--- src/common/i2c_target_pkg.sv ---
// shared constants, register map and state types for the I2C target, referenced by scoped name
package i2c_target_pkg;

    // bus and filter
    localparam logic [6:0] TARGET_ADDR  = 7'h28;
    localparam int         DEBOUNCE_LEN = 10;

    // data path widths
    localparam int DATA_W      = 8;
    localparam int REG_ADDR_W  = 8;
    localparam int WORD_W      = 16;
    localparam int RAM_WORDS   = 4;
    localparam int HOST_ADDR_W = 3;

    typedef logic [DATA_W-1:0]      data_t;
    typedef logic [REG_ADDR_W-1:0]  reg_addr_t;
    typedef logic [WORD_W-1:0]      word_t;
    typedef logic [HOST_ADDR_W-1:0] host_addr_t;

    // read/write words after reset
    localparam word_t RAM_RESET_0 = 16'h8095;
    localparam word_t RAM_RESET_1 = 16'h031D;
    localparam word_t RAM_RESET_2 = 16'h0000;
    localparam word_t RAM_RESET_3 = 16'h0000;

    // read-only bytes, mapped from RO_BASE_ADDR upwards
    localparam data_t RO_VALUE_0 = 8'h10;
    localparam data_t RO_VALUE_1 = 8'h20;
    localparam data_t RO_VALUE_2 = 8'h30;
    localparam data_t RO_VALUE_3 = 8'h40;

    localparam reg_addr_t RO_BASE_ADDR = 8'h08;

    // returned for any unmapped register address
    localparam data_t INVALID_READ = 8'hFF;

    // STARTs seen since the last STOP saturate here
    localparam logic [1:0] START_CNT_MAX = 2'd2;

    typedef enum logic [2:0]
    {
        ST_IDLE,
        ST_CTRL,
        ST_REG_ADDR,
        ST_WRITE,
        ST_READ,
        ST_STOP
    } engine_state_t;

    // sub-state of one received byte
    typedef enum logic [1:0]
    {
        PH_BITS,
        PH_ACK,
        PH_DONE
    } byte_phase_t;

endpackage

--- src/common/bus_event_if.sv ---
// filtered SCL/SDA events passed from the line filter to the transfer engine
interface bus_event_if;

    // one-cycle pulses on debounced SCL edges
    logic       scl_rise;
    logic       scl_fall;
    // debounced SDA level
    logic       sda_level;
    // bus conditions, one-cycle pulses
    logic       start_pulse;
    logic       stop_pulse;
    // STARTs since the last STOP, saturating
    logic [1:0] start_count;

    modport filter
    (
        output scl_rise, scl_fall, sda_level, start_pulse, stop_pulse, start_count
    );

    modport engine
    (
        input scl_rise, scl_fall, sda_level, start_pulse, stop_pulse, start_count
    );

endinterface

--- src/common/reg_access_if.sv ---
// register read and write strobes between the transfer engine and the register bank
interface reg_access_if;

    // single-cycle strobes, never high together
    logic                      rd_strobe;
    logic                      wr_strobe;
    i2c_target_pkg::reg_addr_t reg_addr;
    i2c_target_pkg::data_t     wr_data;
    // valid the cycle after rd_strobe
    i2c_target_pkg::data_t     rd_data;

    modport engine
    (
        output rd_strobe, wr_strobe, reg_addr, wr_data,
        input  rd_data
    );

    modport bank
    (
        input  rd_strobe, wr_strobe, reg_addr, wr_data,
        output rd_data
    );

endinterface

--- src/design/i2c_line_filter.sv ---
// debounces the SCL and SDA pins and turns them into edge, START and STOP events
module i2c_line_filter
(
    input  logic        CLOCK,
    input  logic        RESET,
    input  logic        scl,
    input  logic        sda_in,
    bus_event_if.filter events
);

    logic [i2c_target_pkg::DEBOUNCE_LEN-1:0] scl_pipe;
    logic [i2c_target_pkg::DEBOUNCE_LEN-1:0] sda_pipe;
    logic scl_deb;
    logic sda_deb;
    logic scl_deb_q;
    logic sda_deb_q;
    logic scl_high;
    logic sda_fall;
    logic sda_rise;
    logic start_det;
    logic stop_det;

    // new level only once the older samples all agree, else keep the old one
    function automatic logic settle
    (
        input logic [i2c_target_pkg::DEBOUNCE_LEN-1:0] pipe,
        input logic                                    level
    );
        if (&pipe[i2c_target_pkg::DEBOUNCE_LEN-1:1])
            return 1'b1;
        if (~|pipe[i2c_target_pkg::DEBOUNCE_LEN-1:1])
            return 1'b0;
        return level;
    endfunction

    assign events.scl_rise  = scl_deb & ~scl_deb_q;
    assign events.scl_fall  = ~scl_deb & scl_deb_q;
    assign events.sda_level = sda_deb;

    // SDA may only move while SCL is low, except for START and STOP
    assign scl_high  = scl_deb & scl_deb_q;
    assign sda_fall  = ~sda_deb & sda_deb_q;
    assign sda_rise  = sda_deb & ~sda_deb_q;
    assign start_det = scl_high & sda_fall;
    assign stop_det  = scl_high & sda_rise;

    always_ff @(posedge CLOCK)
    begin
        if (RESET)
        begin
            // idle bus has both lines pulled high
            scl_pipe           <= '1;
            sda_pipe           <= '1;
            scl_deb            <= 1'b1;
            sda_deb            <= 1'b1;
            scl_deb_q          <= 1'b1;
            sda_deb_q          <= 1'b1;
            events.start_pulse <= 1'b0;
            events.stop_pulse  <= 1'b0;
            events.start_count <= 2'd0;
        end
        else
        begin
            scl_pipe  <= {scl_pipe[i2c_target_pkg::DEBOUNCE_LEN-2:0], scl};
            sda_pipe  <= {sda_pipe[i2c_target_pkg::DEBOUNCE_LEN-2:0], sda_in};
            scl_deb   <= settle(scl_pipe, scl_deb);
            sda_deb   <= settle(sda_pipe, sda_deb);
            scl_deb_q <= scl_deb;
            sda_deb_q <= sda_deb;

            events.start_pulse <= start_det;
            events.stop_pulse  <= stop_det;

            if (start_det)
            begin
                if (events.start_count != i2c_target_pkg::START_CNT_MAX)
                    events.start_count <= events.start_count + 2'd1;
            end
            else if (stop_det)
                events.start_count <= 2'd0;
        end
    end

    a_start_stop_exclusive : assert property (@(posedge CLOCK) disable iff (RESET)
        !(events.start_pulse && events.stop_pulse));

endmodule

--- src/protocol/i2c_transfer_engine.sv ---
// byte-level I2C target FSM: shifts bytes in and out, drives ACK, issues register accesses
module i2c_transfer_engine
(
    input  logic         CLOCK,
    input  logic         RESET,
    bus_event_if.engine  events,
    reg_access_if.engine regs,
    output logic         sda_out,
    output logic         sda_oe
);

    i2c_target_pkg::engine_state_t state;
    i2c_target_pkg::byte_phase_t   phase;
    logic [2:0]                    bit_cnt;
    i2c_target_pkg::data_t         rx_shift;
    i2c_target_pkg::data_t         rx_next;
    i2c_target_pkg::data_t         tx_shift;
    i2c_target_pkg::reg_addr_t     reg_addr;
    logic                          is_read;
    logic                          rd_load;
    logic                          rx_sample;
    logic                          rx_state;

    assign rx_state = (state == i2c_target_pkg::ST_CTRL) ||
                      (state == i2c_target_pkg::ST_REG_ADDR) ||
                      (state == i2c_target_pkg::ST_WRITE);
    assign rx_sample = rx_state && (phase == i2c_target_pkg::PH_BITS) && events.scl_rise;
    assign rx_next   = {rx_shift[i2c_target_pkg::DATA_W-2:0], events.sda_level};

    assign regs.reg_addr = reg_addr;
    assign regs.wr_data  = rx_shift;

    // only the read byte is driven from the shifter, ACK is always low
    assign sda_out = (state == i2c_target_pkg::ST_READ) ? tx_shift[i2c_target_pkg::DATA_W-1]
                                                        : 1'b0;

    always_ff @(posedge CLOCK)
    begin
        if (rd_load)
            tx_shift <= regs.rd_data;
        else if ((state == i2c_target_pkg::ST_READ) && events.scl_fall)
            tx_shift <= {tx_shift[i2c_target_pkg::DATA_W-2:0], 1'b0};

        if (rx_sample)
            rx_shift <= rx_next;
    end

    always_ff @(posedge CLOCK)
    begin
        if (RESET)
        begin
            state          <= i2c_target_pkg::ST_IDLE;
            phase          <= i2c_target_pkg::PH_BITS;
            bit_cnt        <= 3'd0;
            reg_addr       <= '0;
            is_read        <= 1'b0;
            rd_load        <= 1'b0;
            regs.rd_strobe <= 1'b0;
            regs.wr_strobe <= 1'b0;
            sda_oe         <= 1'b0;
        end
        else
        begin
            regs.rd_strobe <= 1'b0;
            regs.wr_strobe <= 1'b0;
            // bank data is ready one cycle after the strobe
            rd_load        <= regs.rd_strobe;

            case (state)
            i2c_target_pkg::ST_IDLE:
            begin
                if (events.start_pulse)
                begin
                    state   <= i2c_target_pkg::ST_CTRL;
                    phase   <= i2c_target_pkg::PH_BITS;
                    bit_cnt <= 3'd0;
                    is_read <= 1'b0;
                end
            end

            i2c_target_pkg::ST_CTRL, i2c_target_pkg::ST_REG_ADDR, i2c_target_pkg::ST_WRITE:
            begin
                if ((state == i2c_target_pkg::ST_WRITE) && events.start_pulse &&
                    (events.start_count == i2c_target_pkg::START_CNT_MAX))
                begin
                    // repeated START instead of a data byte
                    state   <= i2c_target_pkg::ST_CTRL;
                    phase   <= i2c_target_pkg::PH_BITS;
                    bit_cnt <= 3'd0;
                end
                else
                begin
                    case (phase)
                    i2c_target_pkg::PH_BITS:
                    begin
                        if (events.scl_rise)
                        begin
                            // wraps back to zero after the last bit
                            bit_cnt <= bit_cnt + 3'd1;
                            if (bit_cnt == 3'd7)
                            begin
                                phase <= i2c_target_pkg::PH_ACK;
                                if ((state == i2c_target_pkg::ST_CTRL) &&
                                    (rx_next[i2c_target_pkg::DATA_W-1:1] !=
                                     i2c_target_pkg::TARGET_ADDR))
                                    state <= i2c_target_pkg::ST_IDLE;
                                else if ((state == i2c_target_pkg::ST_CTRL) && rx_next[0])
                                begin
                                    // fetch early so the byte is ready when ACK ends
                                    is_read        <= 1'b1;
                                    regs.rd_strobe <= 1'b1;
                                end
                            end
                        end
                    end

                    i2c_target_pkg::PH_ACK:
                    begin
                        if (events.scl_fall)
                        begin
                            if (!sda_oe)
                                sda_oe <= 1'b1;
                            else if (is_read)
                                state <= i2c_target_pkg::ST_READ;
                            else
                            begin
                                sda_oe <= 1'b0;
                                phase  <= i2c_target_pkg::PH_DONE;
                            end
                        end
                    end

                    default:
                    begin
                        phase <= i2c_target_pkg::PH_BITS;
                        case (state)
                        i2c_target_pkg::ST_CTRL:
                            state <= i2c_target_pkg::ST_REG_ADDR;
                        i2c_target_pkg::ST_REG_ADDR:
                        begin
                            reg_addr <= rx_shift;
                            state    <= i2c_target_pkg::ST_WRITE;
                        end
                        default:
                        begin
                            // one data byte per write, the rest go unacknowledged
                            regs.wr_strobe <= 1'b1;
                            state          <= i2c_target_pkg::ST_STOP;
                        end
                        endcase
                    end
                    endcase
                end
            end

            i2c_target_pkg::ST_READ:
            begin
                // master ACK after the byte is not sampled
                if (events.scl_fall)
                begin
                    if (bit_cnt == 3'd7)
                    begin
                        sda_oe <= 1'b0;
                        state  <= i2c_target_pkg::ST_STOP;
                    end
                    else
                        bit_cnt <= bit_cnt + 3'd1;
                end
            end

            i2c_target_pkg::ST_STOP:
                reg_addr <= '0;

            default:
                state <= i2c_target_pkg::ST_IDLE;
            endcase

            if (events.stop_pulse)
            begin
                state   <= i2c_target_pkg::ST_IDLE;
                phase   <= i2c_target_pkg::PH_BITS;
                bit_cnt <= 3'd0;
                sda_oe  <= 1'b0;
            end
        end
    end

    a_idle_released : assert property (@(posedge CLOCK) disable iff (RESET)
        (state == i2c_target_pkg::ST_IDLE) |-> !sda_oe);

    a_strobes_exclusive : assert property (@(posedge CLOCK) disable iff (RESET)
        !(regs.rd_strobe && regs.wr_strobe));

endmodule

--- src/design/register_bank.sv ---
// register file behind the I2C target, with byte access from the bus and a host word port
module register_bank
(
    input  logic                       CLOCK,
    input  logic                       RESET,
    reg_access_if.bank                 regs,
    input  logic                       rd_en,
    input  i2c_target_pkg::host_addr_t add_in,
    output i2c_target_pkg::word_t      dat_out
);

    i2c_target_pkg::word_t        ram [i2c_target_pkg::RAM_WORDS];
    i2c_target_pkg::reg_addr_t    ro_off;
    logic                         in_ram;

    // bytes 0x00..0x07, high byte of each word at the even address
    assign in_ram = regs.reg_addr < i2c_target_pkg::RO_BASE_ADDR;
    assign ro_off = regs.reg_addr - i2c_target_pkg::RO_BASE_ADDR;

    always_ff @(posedge CLOCK)
    begin
        if (RESET)
        begin
            ram[0] <= i2c_target_pkg::RAM_RESET_0;
            ram[1] <= i2c_target_pkg::RAM_RESET_1;
            ram[2] <= i2c_target_pkg::RAM_RESET_2;
            ram[3] <= i2c_target_pkg::RAM_RESET_3;
        end
        else if (regs.wr_strobe && in_ram)
        begin
            if (regs.reg_addr[0])
                ram[regs.reg_addr[2:1]][i2c_target_pkg::DATA_W-1:0] <= regs.wr_data;
            else
                ram[regs.reg_addr[2:1]][i2c_target_pkg::WORD_W-1:i2c_target_pkg::DATA_W]
                    <= regs.wr_data;
        end
    end

    // I2C side byte read
    always_ff @(posedge CLOCK)
    begin
        if (regs.rd_strobe)
        begin
            if (in_ram)
            begin
                if (regs.reg_addr[0])
                    regs.rd_data <= ram[regs.reg_addr[2:1]][i2c_target_pkg::DATA_W-1:0];
                else
                    regs.rd_data <= ram[regs.reg_addr[2:1]]
                                       [i2c_target_pkg::WORD_W-1:i2c_target_pkg::DATA_W];
            end
            else if (ro_off < 8'd4)
            begin
                // read-only bytes come straight from the map constants
                case (ro_off[1:0])
                2'd0:    regs.rd_data <= i2c_target_pkg::RO_VALUE_0;
                2'd1:    regs.rd_data <= i2c_target_pkg::RO_VALUE_1;
                2'd2:    regs.rd_data <= i2c_target_pkg::RO_VALUE_2;
                default: regs.rd_data <= i2c_target_pkg::RO_VALUE_3;
                endcase
            end
            else
                regs.rd_data <= i2c_target_pkg::INVALID_READ;
        end
    end

    // host word port, holds between reads
    always_ff @(posedge CLOCK)
    begin
        if (RESET)
            dat_out <= '0;
        else if (rd_en)
        begin
            if (add_in < i2c_target_pkg::host_addr_t'(i2c_target_pkg::RAM_WORDS))
                dat_out <= ram[add_in[1:0]];
            else
                dat_out <= '0;
        end
    end

    // writes outside 0x00..0x07 leave every word untouched
    a_ro_untouched : assert property (@(posedge CLOCK) disable iff (RESET)
        (regs.wr_strobe && !in_ram) |=>
            ($stable(ram[0]) && $stable(ram[1]) && $stable(ram[2]) && $stable(ram[3])));

endmodule

--- src/design/i2c_target_top.sv ---
// top level of the I2C target, connects line filter, transfer engine and register bank
module i2c_target_top
(
    input  logic                       CLOCK,
    input  logic                       RESET,
    input  logic                       scl,
    input  logic                       sda_in,
    output logic                       sda_out,
    output logic                       sda_oe,
    input  logic                       rd_en,
    input  i2c_target_pkg::host_addr_t add_in,
    output i2c_target_pkg::word_t      dat_out
);

    bus_event_if  bus_events ();
    reg_access_if reg_access ();

    i2c_line_filter i2c_line_filter_inst
    (
        .CLOCK  (CLOCK),
        .RESET  (RESET),
        .scl    (scl),
        .sda_in (sda_in),
        .events (bus_events.filter)
    );

    // drives SDA only through sda_oe, the bus itself is open drain outside
    i2c_transfer_engine i2c_transfer_engine_inst
    (
        .CLOCK   (CLOCK),
        .RESET   (RESET),
        .events  (bus_events.engine),
        .regs    (reg_access.engine),
        .sda_out (sda_out),
        .sda_oe  (sda_oe)
    );

    register_bank register_bank_inst
    (
        .CLOCK   (CLOCK),
        .RESET   (RESET),
        .regs    (reg_access.bank),
        .rd_en   (rd_en),
        .add_in  (add_in),
        .dat_out (dat_out)
    );

endmodule

--- config.mk ---
export PLATFORM = sky130hd
export DESIGN_NAME = i2c_target_top
export DESIGN_NICKNAME = d
export VERILOG_FILES = /design/src/common/i2c_target_pkg.sv /design/src/common/bus_event_if.sv /design/src/common/reg_access_if.sv /design/src/design/i2c_line_filter.sv /design/src/protocol/i2c_transfer_engine.sv /design/src/design/register_bank.sv /design/src/design/i2c_target_top.sv
export SDC_FILE = /design/constraint.sdc
export NUM_CORES = 1
export LEC_CHECK = 0
export BUFFER_PORTS_ARGS = -buffer_cell sky130_fd_sc_hd__buf_4
export CAP_MARGIN = 20
export CORE_MARGIN = 2
export CORE_UTILIZATION = 35
export DETAILED_ROUTE_END_ITERATION = 7
export RECOVER_POWER = 25
export SETUP_SLACK_MARGIN = 0.3
export SLEW_MARGIN = 30
export SYNTH_ARGS = -nofsm -noshare
export SYNTH_HDL_FRONTEND = slang
export SYNTH_HIERARCHICAL = 1
export SYNTH_SLANG_ARGS = --single-unit
--- constraint.sdc ---
create_clock -name CLOCK -period 3.76 [get_ports CLOCK]
set_input_delay 0.376 -clock CLOCK [delete_from_list [all_inputs] [get_ports CLOCK]]
set_output_delay 0.376 -clock CLOCK [all_outputs]
set_load 0.03 [all_outputs]
# Word-level counts from Yosys, hierarchy flattened
# Memory sizes are Yosys's and may differ from the RTL's. A register that Yosys moved wholly into a read port is not among the register bits.
# Index checks and enable logic that the tools add are counted.
# Widths: inputs -> output; s select.
# word_totals
reg_bits	89
ram_bits	64
n_memories	1
word_cells	215
out_inout_bits	18
# op_classes
n_addsub	3
mux	95
magnitude_cmp	3
eq_ne	36
n_bitwise	16
reduce_logical	39
# mem_list
memory	words	width	rd	rd_ports_with_merged_regs	write_ports	line	text
register_bank_inst.ram	4	16	2	1	4	register_bank.sv:12	i2c_target_pkg::word_t ram [i2c_target_pkg::RAM_WORDS];
# ops
op	count
$mux 8	8
$mux 3	16
$mux 1	45
$mux 16	2
$mux 2	14
$pmux 7 s3	1
$reduce_and 9->1	2
$reduce_or 9->1	2
$ne 2x1->1 const B	8
$ne 2x2->1 const B	8
$pmux 8 s2	1
$reduce_or 16->1	1
$reduce_bool 2->1	7
$ne 4x2->1 const B	3
$ne 4x4->1 const B	3
$pmux 3 s2	2
$pmux 3 s4	1
$reduce_and 6->1	2
$reduce_and 10->1	1
$eq 3x3->1 const B	3
$not 1->1	9
$pmux 3 s3	1
$logic_and 1x1->1	8
$lt 8x3->1 const B	1
other kinds (27)	43

# Depth between registers and ports, before layout
# Gate-level depths: netlist of run 1.
# logic_depth
ltp_word	9
depth_mapped	7

# Hierarchy
# Netlist of run 1, hierarchy kept.
# modules_own_cells
module	n_inst	area_each_um2	cells_per_inst
register_bank	1	4480.5	339
i2c_transfer_engine	1	1828.0	176
i2c_line_filter	1	920.9	89

# Worst setup path after synthesis of run 1
# No wires, ideal clock.
# synth_timing
path_type	reg2reg
start	register i2c_transfer_engine_inst.reg_addr[4], in the netlist i2c_transfer_engine_inst/regs.reg_addr[4]
end	memory register_bank_inst/ram[0][10] (netlist name), enable pin
required_time_ps	3385
synth_period_minus_slack_ps	1998
path_slack_ps	1762
stages_incl_launch_ff	5
setup_ps	375
arrival_ps	1623
cell_sequence	dfxtp_1 > nor3_4 > nand4_2 > buf_6 > o21bai_1
# synth_rtl
item	line	text
start, declared	i2c_transfer_engine.sv:18	i2c_target_pkg::reg_addr_t reg_addr;
start signal, assigned	i2c_transfer_engine.sv:141	reg_addr <= rx_shift;
end, declared	register_bank.sv:12	

==> results.txt, run 1 <==
- Top post-synthesis cells by count: edfxtp_1, dfxtp_1, nor2_1, a21oi_1
- Yosys mapped a number of flops with a built-in enable equal to 88.
- The multi-input combinational cells in the finished layout cover a total of 2985 um^2.
- The final hold violation count was 0.
- Inserted Clock Buffers: 17
- The critical path runs through a total of 4 cells.
* Tmin final: 2661 ps
* Cells on Worst Hold Path: 2
* Die Span X: 147.7 um
* Proportion of netlist area held by the largest area contributor: 36.55%
- The die covers between 20000 and 25000 um^2.
* H-Tree Level Count: 4
- Site Rows: 52
- After clock tree synthesis, the flow added hold-fix buffers numbering 0.
- Total GRT Usage: 15.82%
* CTS tree: built
- Startpoint kind of the worst setup timing path: input pin
- Vias per Instance: 5.473
- After clock tree synthesis, the clock-pin slew on the worst setup and hold paths is 60 ps.
* Share of final-layout standard cells stronger than drive strength 1: 20.45%
- Area after DPL: 7535 um^2
- Setup violations remaining at the end of the flow were counted as 0.
- By area the synthesized netlist is led by edfxtp_1, dfxtp_1, mux4_2.
* Net count after synthesis: 619
- Routed via count: 4876
- Across the whole layout, storage elements account for 3945 um^2.
* Number of warnings reported in the yosys synthesis log: 6
* Crit path required time: 3900 ps
- Number of maximum-capacitance violations: 0
* Worst IR drop on VDD: 0.2806 mV
* Post-Synthesis Cells: roughly 600
* Arrival @ worst endpoint: 2800 ps
- In this run, the number of DRC markers left after iteration 0 of detailed routing was 383.
* Routability Congestion: 0.8347
* Async S/R FF share, synth: 0%
* Top delay family on crit path: buffers and inverters
* Synthesized area per cell: about 12 um^2
- Synthesis inferred between 150 and 200 register bits.
- The largest individual stage delay along the critical path comes from the cell clkbuf_1.
- WS Path Type: in -> reg
* Maximum number of pins on one net before global-route repair: between 40 and 50
* Post-layout nets: 623
* Wire length of the first global-routing pass: 26340 um
- Summed over all cells, the static leakage comes to 2.778 nW.
- Post-synth top flop: edfxtp_1
* Sum of routed wire length over all layers: 16740 um
- Sum of overflow across all layers after global routing: 0
- Die boundary height: 147.7 um
* Worst hold path type: in -> reg
- Cell type with the largest total area after synthesis: edfxtp_1
- Counting every sink on the clock net gives 153.
- Maximum buffer depth of the clock tree: 2
- Setup repair after global routing left no endpoint under its margin.
- After filler insertion, the fill cell instance count of the layout stands at approximately 1900.
* Resized Gates After CTS: 0
- The worst register-to-register path has a depth of 3.
* Final critical-path share of the clock period: between 70 and 80%
* Cell-by-cell trace of the critical path: clkbuf_1, buf_4, and4b_1, a21o_1
- After floorplanning, the core was sized to cover 20230 um^2.
* Number of antenna repair diodes: 0
- Post-CTS setup buffer count: 0
- The first detailed-routing pass ran for 7 iterations.
- The cell area that synthesis handed to floorplanning was just over 7000 um^2.
- Power per standard cell area: 465.8 nW/um^2
- Final HPWL DP: 11880 um
* Endpoint kind of the worst setup timing path: flip-flop
- The number of antenna violations at the first check in global routing came to 0.
- Post-synthesis sequential area ratio: 54.55%
- Area of all placed cells without fillers: 8152 um^2
- For the pin with the worst max-slew slack, the measured transition is 1479 ps.
* Via count of the first global-routing pass: 4734
- The final number of max-transition violations came to 0.
- Headroom to the max-slew limit: 1.423%
- Slowest stage delay, CP: ~1100 ps
- Tightest hold margin: 128.6 ps
- Number of buffer cells added on primary ports: 25
- Largest clock skew in the final design: 8.277 ps
- Layout Area Growth over Synthesis: 12.76%
- Initial core utilization: 35.73%
- The flow ran to the end, and the final reports show no timing, DRC or antenna violations.
- By instance count, the leading cell after synthesis is edfxtp_1.
- Root Buffer Master: clkbuf_16
- The later pin in the worst-skew pair is clocked with a latency of between 400 and 500 ps.
- In this run the worst path has a maximum fanout of 38.
- Detailed-route wire length per cell: 18.79 um
- Max Freq: 375.8 MHz
* Antenna violation net count after detailed routing: 0
- Top-level port count: 26
- Unique cell type count in the Yosys netlist: 71
- Drt drc: 0
- Post-route setup TNS: 0 ps
- Worst Path Buf+Inv: 2
## registers in the layout, summed over array words and instances, names as in the netlist, 3 cells and up
signal,count
i2c_line_filter_inst/scl_pipe,10
i2c_line_filter_inst/sda_pipe,10
i2c_transfer_engine_inst/bit_cnt,3
i2c_transfer_engine_inst/regs.reg_addr,8
i2c_transfer_engine_inst/regs.wr_data,8
i2c_transfer_engine_inst/state,3
i2c_transfer_engine_inst/tx_shift,8
register_bank_inst/dat_out,16
register_bank_inst/ram,64
register_bank_inst/regs.rd_data,8
## area by class of cell
type	count	area share [%]
inverters	18	0.8289
multi-input cells	391	36.62
well taps	270	4.144
flip-flops and latches	153	48.40
repair buffers	27	2.348
clock inverters	13	2.348
clock buffers	19	5.311
## metal layers
metal  part of all wire, %  vias up  global-route usage (%)
met5                     0        -                       0
met4                   2.8        0                   7.404
met3                   5.8       30                   3.117
met2                    47      169                   24.53
met1                    44     2411                   21.43
li1                      -     2266                       -
## cell families after synthesis
kind of cell | Yosys count | synth area share, %
buffers and inverters | 60 | 4.188
adder cells (fa/ha/maj) | 7 | 1.211
AO/OA/AOI/OAI | 88 | 8.429
AND/OR/NAND/NOR | 250 | 20.40
XOR/XNOR | 2 | 0.2423
multiplexers | 44 | 10.97
flip-flops | 153 | 54.55
## worst paths after layout
kind | startpoint | endpoint | slack [ps]
min reg2reg | i2c_line_filter_inst/sda_pipe[0] | i2c_line_filter_inst/sda_pipe[1] | 400
max reg2reg | i2c_transfer_engine_inst/regs.reg_addr[4] | register_bank_inst/ram[2][0] | 1160
max | RESET | register_bank_inst/ram[1][2] | 1100
min | scl | i2c_line_filter_inst/scl_pipe[0] | 130
## power breakdown
group	leakage (nW)	internal (W)	switching, W
clock network	0.302	0.00112	0.000674
registers	1.37	0.00179	0.0000279
logic	1.11	0.0000802	0.000103
## cells in the final DEF, fill, tap and decap left out, types with 7 or more instances in the layout
master      n
a21oi_1    32
or2_1      18
mux2_2     12
or2_2       7
o21bai_1    7
nand4_1     8
inv_1      18
clkbuf_16  17
dfxtp_1    64
nand2_1    26
nor3_1     18
nor2_1     51
buf_4      24
mux4_2     27
edfxtp_1   88
nor2b_1    26
ha_1        7
nor4_1     20
nand3_1    17
and3_1     13
## metrics by stage
step	total power, W	setup slack [ps]	cells	util, %
finish	0.003797	1099	891	40.29
global route	0.003914	885.2	891	40.29
CTS	0.003828	952.4	891	40.32
detailed placement	0.002042	900.1	859	37.24
global placement	0.002038	1053	859	37.24
floorplan	0.001989	1762	604	-
(Power assumes the default switching activity.)
==> run 2, diff against run 1 <==
clock period = 2.3 ns   (was 3.76 ns; I/O delays follow)
==> results.txt, run 2 (synthesis gave the netlist of run 1 again) <==
* Run status: finished, final reports clean
- The clock latency reported for the late side of the worst-skew pair came to 420 ps (about the same).
* Vias per Instance: 5.502 (+0.54%)
- Util after Layout: 40.61% (+0.33 points)
* Maximum buffer depth of the clock tree: 2 (unchanged)
- The clock period could shrink to 1870 ps.
- After layout, the worst path uses 81.30% of the clock period.
- Site Rows: 52 (unchanged)
- Cell-by-cell trace of the critical path: nor2_2, and3_1, buf_4
- The total clock buffers created by CTS came to 17 (unchanged).
* Sum of routed wire length over all layers: 16670 um (-0.40%)
* Die boundary height: 147.7 um (unchanged)
* Sum of overflow across all layers after global routing: 0 (unchanged)
- The data arrival time of the critical path was 1640 ps (-1160 ps).
* Antenna violations before repair: 0 (unchanged)
* # setup viols final: 0 (unchanged)
- The number of global-route vias before repair was 4718 (-0.34%).
- The worst ir drop on vdd came to 0.4414 mV (+57%).
- Leaving out fill and tap cells, the most frequent cell in the layout is edfxtp_1.
- The slew at the pin closest to its max-slew limit came to 761.8 ps (-716.9 ps).
- The number of search-and-repair iterations in the first detailed-routing pass came to 5 (-2).
- Flip-flop count of the largest register after layout: 64 (unchanged)
- The residual DRC count was 0 (unchanged).
- The standby leakage power was 2.808 nW (+1.1%).
- The overall fraction of global-route tracks in use came to 15.85% (+0.033 points).
* H-Tree Level Count: 4 (unchanged)
- Number of antenna repair diodes: 0 (unchanged)
- The layout cell share with drive strength beyond 1 is 20.96% (+0.51 points).
- Endpoint kind of the worst setup timing path: output pin
* Worst-path maximum fanout: 16 (-58%)
* Post-route setup TNS: 0 ps (unchanged)
* Crit-path slowest cell: dfxtp_1
* Sink count of the clock tree: 153 (unchanged)
- Maximum number of pins on one net before global-route repair: 42 (-2.3%)
- Top-level port count: 26 (unchanged)
- Largest clock skew in the final design: 9.717 ps (+1.440 ps)
- The clock input transition at the sequential cells of the worst setup and hold paths came to 60 ps (about the same).
- By startpoint and endpoint, the worst setup path is classified as reg -> out.
* Post-layout nets: 646 (+3.7%)
* Top library cells by usage in the layout, fill and taps aside: edfxtp_1, dfxtp_1, nor2_1
* Final-layout fill cell count: 1923 (+1.1%)
- The starting utilization of the core area was 35.73% (unchanged).
* Count of final max-slew check failures: 0 (unchanged)
* Routed via count: 5029 (+3.1%)
- The ratio of total power to cell area was 718.4 nW/um^2 (+54%).
- The placed instance count is 879 (+2.3%).
* Startpoint kind of the worst setup timing path: flip-flop
* Routability Congestion: 0.9204 (+10%)
- The per-cell routed wire length came to 18.24 um (-2.9%).
- The global-route wire length before repair was 26770 um (+1.7%).
- Number of maximum-capacitance violations: 0 (unchanged)
* Number of design-rule violations left by the first detailed-router iteration: 484 (+26%)
- Finished Layout Cells: 914 (+2.6%)
* Die outline area: 21820 um^2 (unchanged)
- Biggest register: register_bank_inst/ram
* Number of buffer cells added on primary ports: 25 (unchanged)
* Core area: 20230 um^2 (unchanged)
* Registers with the most flip-flops: register_bank_inst/ram: 64 flops, register_bank_inst/dat_out: 16 flops
- Relative to the synthesized area, the layout overhead comes to 13.67%.
- Final HPWL DP: 11800 um (-0.66%)
- The tree is rooted in a clkbuf_16.
- The worst hold path belongs to the class in -> reg.
- Derived from the worst setup path, the maximum achievable clock frequency is 534.8 MHz.
- Headroom to the max-slew limit: 49.21% (+48 points)
- Final number of hold-violating endpoints: 0 (unchanged)
- The chip width came to 147.7 um (unchanged).
* RSZ-0062 raised after global routing: no
- The remaining number of nets flagged by the antenna check after routing is 0 (unchanged).
- The required time reported for the critical path endpoint is 2070 ps (-1830 ps).
- TritonCTS built the clock tree.
- The largest incremental delay on the critical path is 650 ps (-400 ps).
==> run 2: final timing paths <==
kind	from	endpoint	slack, ps	cells past startpoint
worst min-delay path	RESET	register_bank_inst/dat_out[2]	220	2
worst max register to register	i2c_transfer_engine_inst/regs.reg_addr[4]	register_bank_inst/ram[3][15]	430	4
worst min register to register	i2c_line_filter_inst/scl_pipe[0]	i2c_line_filter_inst/scl_pipe[1]	400	1
worst max-delay path	i2c_transfer_engine_inst/state[0]	sda_out	430	3
==> run 2: power by group <==
part | switching [W] | internal (W) | total [W]
registers | 0.0000448 | 0.00293 | 0.00298
clock network | 0.00108 | 0.00154 | 0.00262
logic | 0.000176 | 0.000133 | 0.000310
total | 0.00130 | 0.00461 | 0.00590
==> run 2: per-layer routing <==
metal,global-route usage [%],vias up,share of wire (%)
li1,-,2326,-
met1,22.49,2489,45
met2,24.72,191,48
met3,3.395,23,6.3
met4,4.279,0,1.5
met5,0,-,0
==> run 2: what timing repair did <==
item | CTS | global route
setup endpoints to repair | 0 | 29
gates resized for setup | 0 | 3
buffers inserted | 0 | 1
hold buffers | 2 | 0
hold endpoints to repair | 2 | 0
==> run 2: stage by stage <==
step / setup WS [ps] / hold slack, ps / total power (W) / instance area [um^2]
3_3_place_gp: 402.0 / 386.5 / 0.003345 / 7685
6_report: 430.0 / 222.7 / 0.005904 / 8218
2_1_floorplan: 302.4 / 301.6 / 0.003252 / 7229
5_1_grt: 302.5 / 216.6 / 0.006094 / 8218
3_5_place_dp: 324.6 / 391.8 / 0.003351 / 7685
4_1_cts: 304.6 / 206.5 / 0.005965 / 8268
==> run 2: critical path: cells and delay by family (launching register included) <==
kind          cells  cell delay (ps)
flops             1              650
buf+inv           1              160
simple gates      2              410
==> run 2: area by class of cell <==
class                   instances  area, um^2  area share, %
well taps                     270       337.8          4.111
clock inverters                 9       62.56         0.7613
clock buffers                  23       500.5          6.090
inverters                      18       67.56         0.8222
flip-flops and latches        153        3946          48.02
multi-input cells             391        2987          36.34
repair buffers                 50       316.6          3.852
==> run 3, diff against run 2 <==
clock period = 1.7 ns   (was 2.3 ns; I/O delays follow)
==> results.txt, run 3 (synthesis gave the netlist of run 1 again) <==
* Share of final-layout standard cells stronger than drive strength 1: 45.43% (+24 points)
- Die boundary height: 147.7 um (unchanged)
- The die area is 21820 um^2 (unchanged).
- Counting flops per register, the top entry is register_bank_inst/ram.
- The antenna cell count was 0 (unchanged).
* Flip-flop count of the largest register after layout: 64 (unchanged)
- Worst Hold Launch: RESET
- Routed via count: 5283 (+5.1%)
* Sum of overflow across all layers after global routing: 0 (unchanged)
* 1st-pass router iterations: 5 (unchanged)
- For the finished layout, the period the worst path requires is 1722 ps.
* Finished Layout Cells: 970 (+6.1%)
- The sum of internal, switching and leakage power came to 0.008336 W (+41%).
* Leakage power total: 3.390 nW (+21%)
- The fraction of power spent switching nets is 23.90% (+1.9 points).
* Internal portion of total power: 0.006344 W (+38%)
- Arrival @ worst endpoint: 1970 ps (+330 ps)
- Leading cell type in the layout, fill and taps excluded: edfxtp_1
- The final reports fail on setup timing.
* Detailed-route wire length per cell: 19.21 um (+5.3%)
- Endpoint of the lowest-slack register-to-register path: register_bank_inst/ram[2][9]
- Run status: finished, violations left
* Root Buffer Master: clkbuf_16
* Antenna violation net count after detailed routing: 0 (unchanged)
- CTS clk-pin slew, worst paths: 60 ps (about the same)
- Seq pwr share: 48.1% (-2.3 points)
- The number of global-route vias before repair was 5191 (+10%).
* Top-level port count: 26 (unchanged)
* Worst setup slack before clock tree synthesis: 9.412 ps (-315.2 ps)
* Crit path required time: 1950 ps (-120 ps)
* Post-route setup slack: -22.03 ps (-452.0 ps)
* Launching element of the worst setup path: i2c_transfer_engine_inst/regs.wr_data[1]
* Area of all placed cells without fillers: 9707 um^2 (+18%)
- Count of final max-slew check failures: 0 (unchanged)
* Number of design-rule violations left by the first detailed-router iteration: 413 (-15%)
* Critical Path Sink: register_bank_inst/ram[2][9]
- The combinational cell fraction of total power is 6.8% (+1.6 points).
* Total area of multi-input combinational cells: 3720 um^2 (+25%)
- Number of buffer cells added on primary ports: 25 (unchanged)
- Setup repair after global routing could not meet its margin everywhere.
- Final-layout fill cell count: 1753 (-8.8%)
- Cell depth of the worst flop-to-flop path: 5 (+1)
* Inserted Clock Buffers: 17 (unchanged)
* CTS tree: built
- The relative max-transition margin is 55.87% (+6.7 points).
- # setup viols final: 3 (+3)
* Startpoint kind of the worst setup timing path: flip-flop
* Sequential standard cell area: 3988 um^2 (+1.0%)
- The worst path uses 101.3% of the clock period.
- The sum of routed wire length over all layers was 18630 um (+12%).
* Routability Congestion: 0.8608 (-6.5%)
- Initial core utilization: 35.73% (unchanged)
* Clk_lat worst skew: 430 ps (about the same)
- The placeable core region came to 20230 um^2 (unchanged).
- The maximum number of pins on one net before global-route repair was 29 (-31%).
- The tightest min-delay check is of the in -> reg type.
* Final HPWL DP: 12360 um (+4.7%)
- The ratio of total power to cell area came to 858.8 nW/um^2 (+20%).
* Registers with the most flip-flops: register_bank_inst/ram: 64 flops, register_bank_inst/dat_out: 16 flops
* Vias per Instance: 5.446 (-1.0%)
- The count of clock tree sinks is 153 (unchanged).
- The residual DRC count came to 0 (unchanged).
- The number of antenna violations at the first check in global routing was 0 (unchanged).
- The H-tree depth is 4 (unchanged).
* Die Span X: 147.7 um (unchanged)
* Dpl cells: 903 (+2.7%)
- Tightest Pin Transition: 661.2 ps (-100.6 ps)
- Area after DPL: 8064 um^2 (+4.9%)
- Flop-to-flop setup slack: -20 ps (-450 ps)
- Endpoint kind of the worst setup timing path: flip-flop
- The share of total power in the clock network is 45.2% (+0.9 points).
* Top library cells by usage in the layout, fill and taps aside: edfxtp_1, buf_4, dfxtp_1
- Wire length of the first global-routing pass: 28150 um (+5.1%)
* WS Path Type: reg -> reg
- The startpoint identified for the worst register-to-register timing path is i2c_transfer_engine_inst/regs.wr_data[1].
- Site Rows: 52 (unchanged)
- The final setup skew is 8.925 ps (-0.7922 ps).
- The post-layout utilization of the core was 47.97% (+7.4 points).
- Switching power of the nets: 0.001993 W (+54%)
* Total GRT Usage: 16.82% (+0.97 points)
- The worst ir drop on vdd is 0.7377 mV (+67%).
- Compared with the post-synthesis result, the final layout area differs by 34.27%.
- Number of maximum-capacitance violations: 0 (unchanged)
* Final number of hold-violating endpoints: 0 (unchanged)
- Worst-path maximum fanout: 5 (-11)
- The number of nets in the finished design came to 702 (+8.7%).
- Max Freq: approximately 580 MHz
- Maximum buffer depth of the clock tree: 2 (unchanged)
## run 3: how the worst min path moves through the flow
stage / to / depth (start not counted)
2_1_floorplan: i2c_transfer_engine_inst/rd_load / 1
3_3_place_gp: i2c_line_filter_inst/scl_pipe[0] / 2
3_5_place_dp: i2c_line_filter_inst/scl_pipe[0] / 2
4_1_cts: i2c_transfer_engine_inst/is_read / 2
5_1_grt: i2c_transfer_engine_inst/is_read / 2
6_report: i2c_transfer_engine_inst/is_read / 2
## run 3: stage by stage
step | setup TNS, ps | hold slack [ps]
final | -49.94 | 47.68
after global placement | 0 | 351.8
after floorplan | 0 | 241.6
after global routing | -559.3 | 61.68
after detailed placement | 0 | 354.8
after CTS | 0 | 32.82
## run 3: power by group through the flow
| stage | clock [W] | sequential (W) | combinational, W |
|---|---|---|---|
| 2_1_floorplan | 0 | 0.00410 | 0.000314 |
| 3_3_place_gp | 0 | 0.00409 | 0.000468 |
| 3_5_place_dp | 0 | 0.00409 | 0.000472 |
| 4_1_cts | 0.00385 | 0.00401 | 0.000504 |
| 5_1_grt | 0.00399 | 0.00401 | 0.000604 |
| 6_report | 0.00376 | 0.00401 | 0.000564 |
## run 3: cell type report
type	count	share of cell area, %
Sequential cell	153	41.08
Multi-Input combinational cell	391	38.32
Timing Repair Buffer	106	10.25
Clock buffer	19	4.898
Tap cell	270	3.480
Clock inverter	13	1.237
Inverter	18	0.7347
## run 3: what timing repair did
action                                  CTS  global route
setup buffers                            12            16
hold buffers                              2             0
cloned                                    3             2
endpoints found under the hold margin     2             0
resized for setup                        92            69
pin swaps                                30            25
endpoints found under the setup margin  171           163
## run 3: worst max-delay path, stage by stage, from the launching register on
cell and delay (ps):
edfxtp_1 370, buf_4 120, buf_4 90, clkbuf_1 340, inv_1 290, nor4_2 330
## run 3: per-layer routing
layer | vias up | track usage (%) | routed length, um
met5 | - | 0 | 0
met4 | 0 | 8.462 | 700
met3 | 48 | 3.549 | 870
met2 | 156 | 27.49 | 9184
met1 | 2633 | 21.20 | 7874
li1 | 2446 | - | -
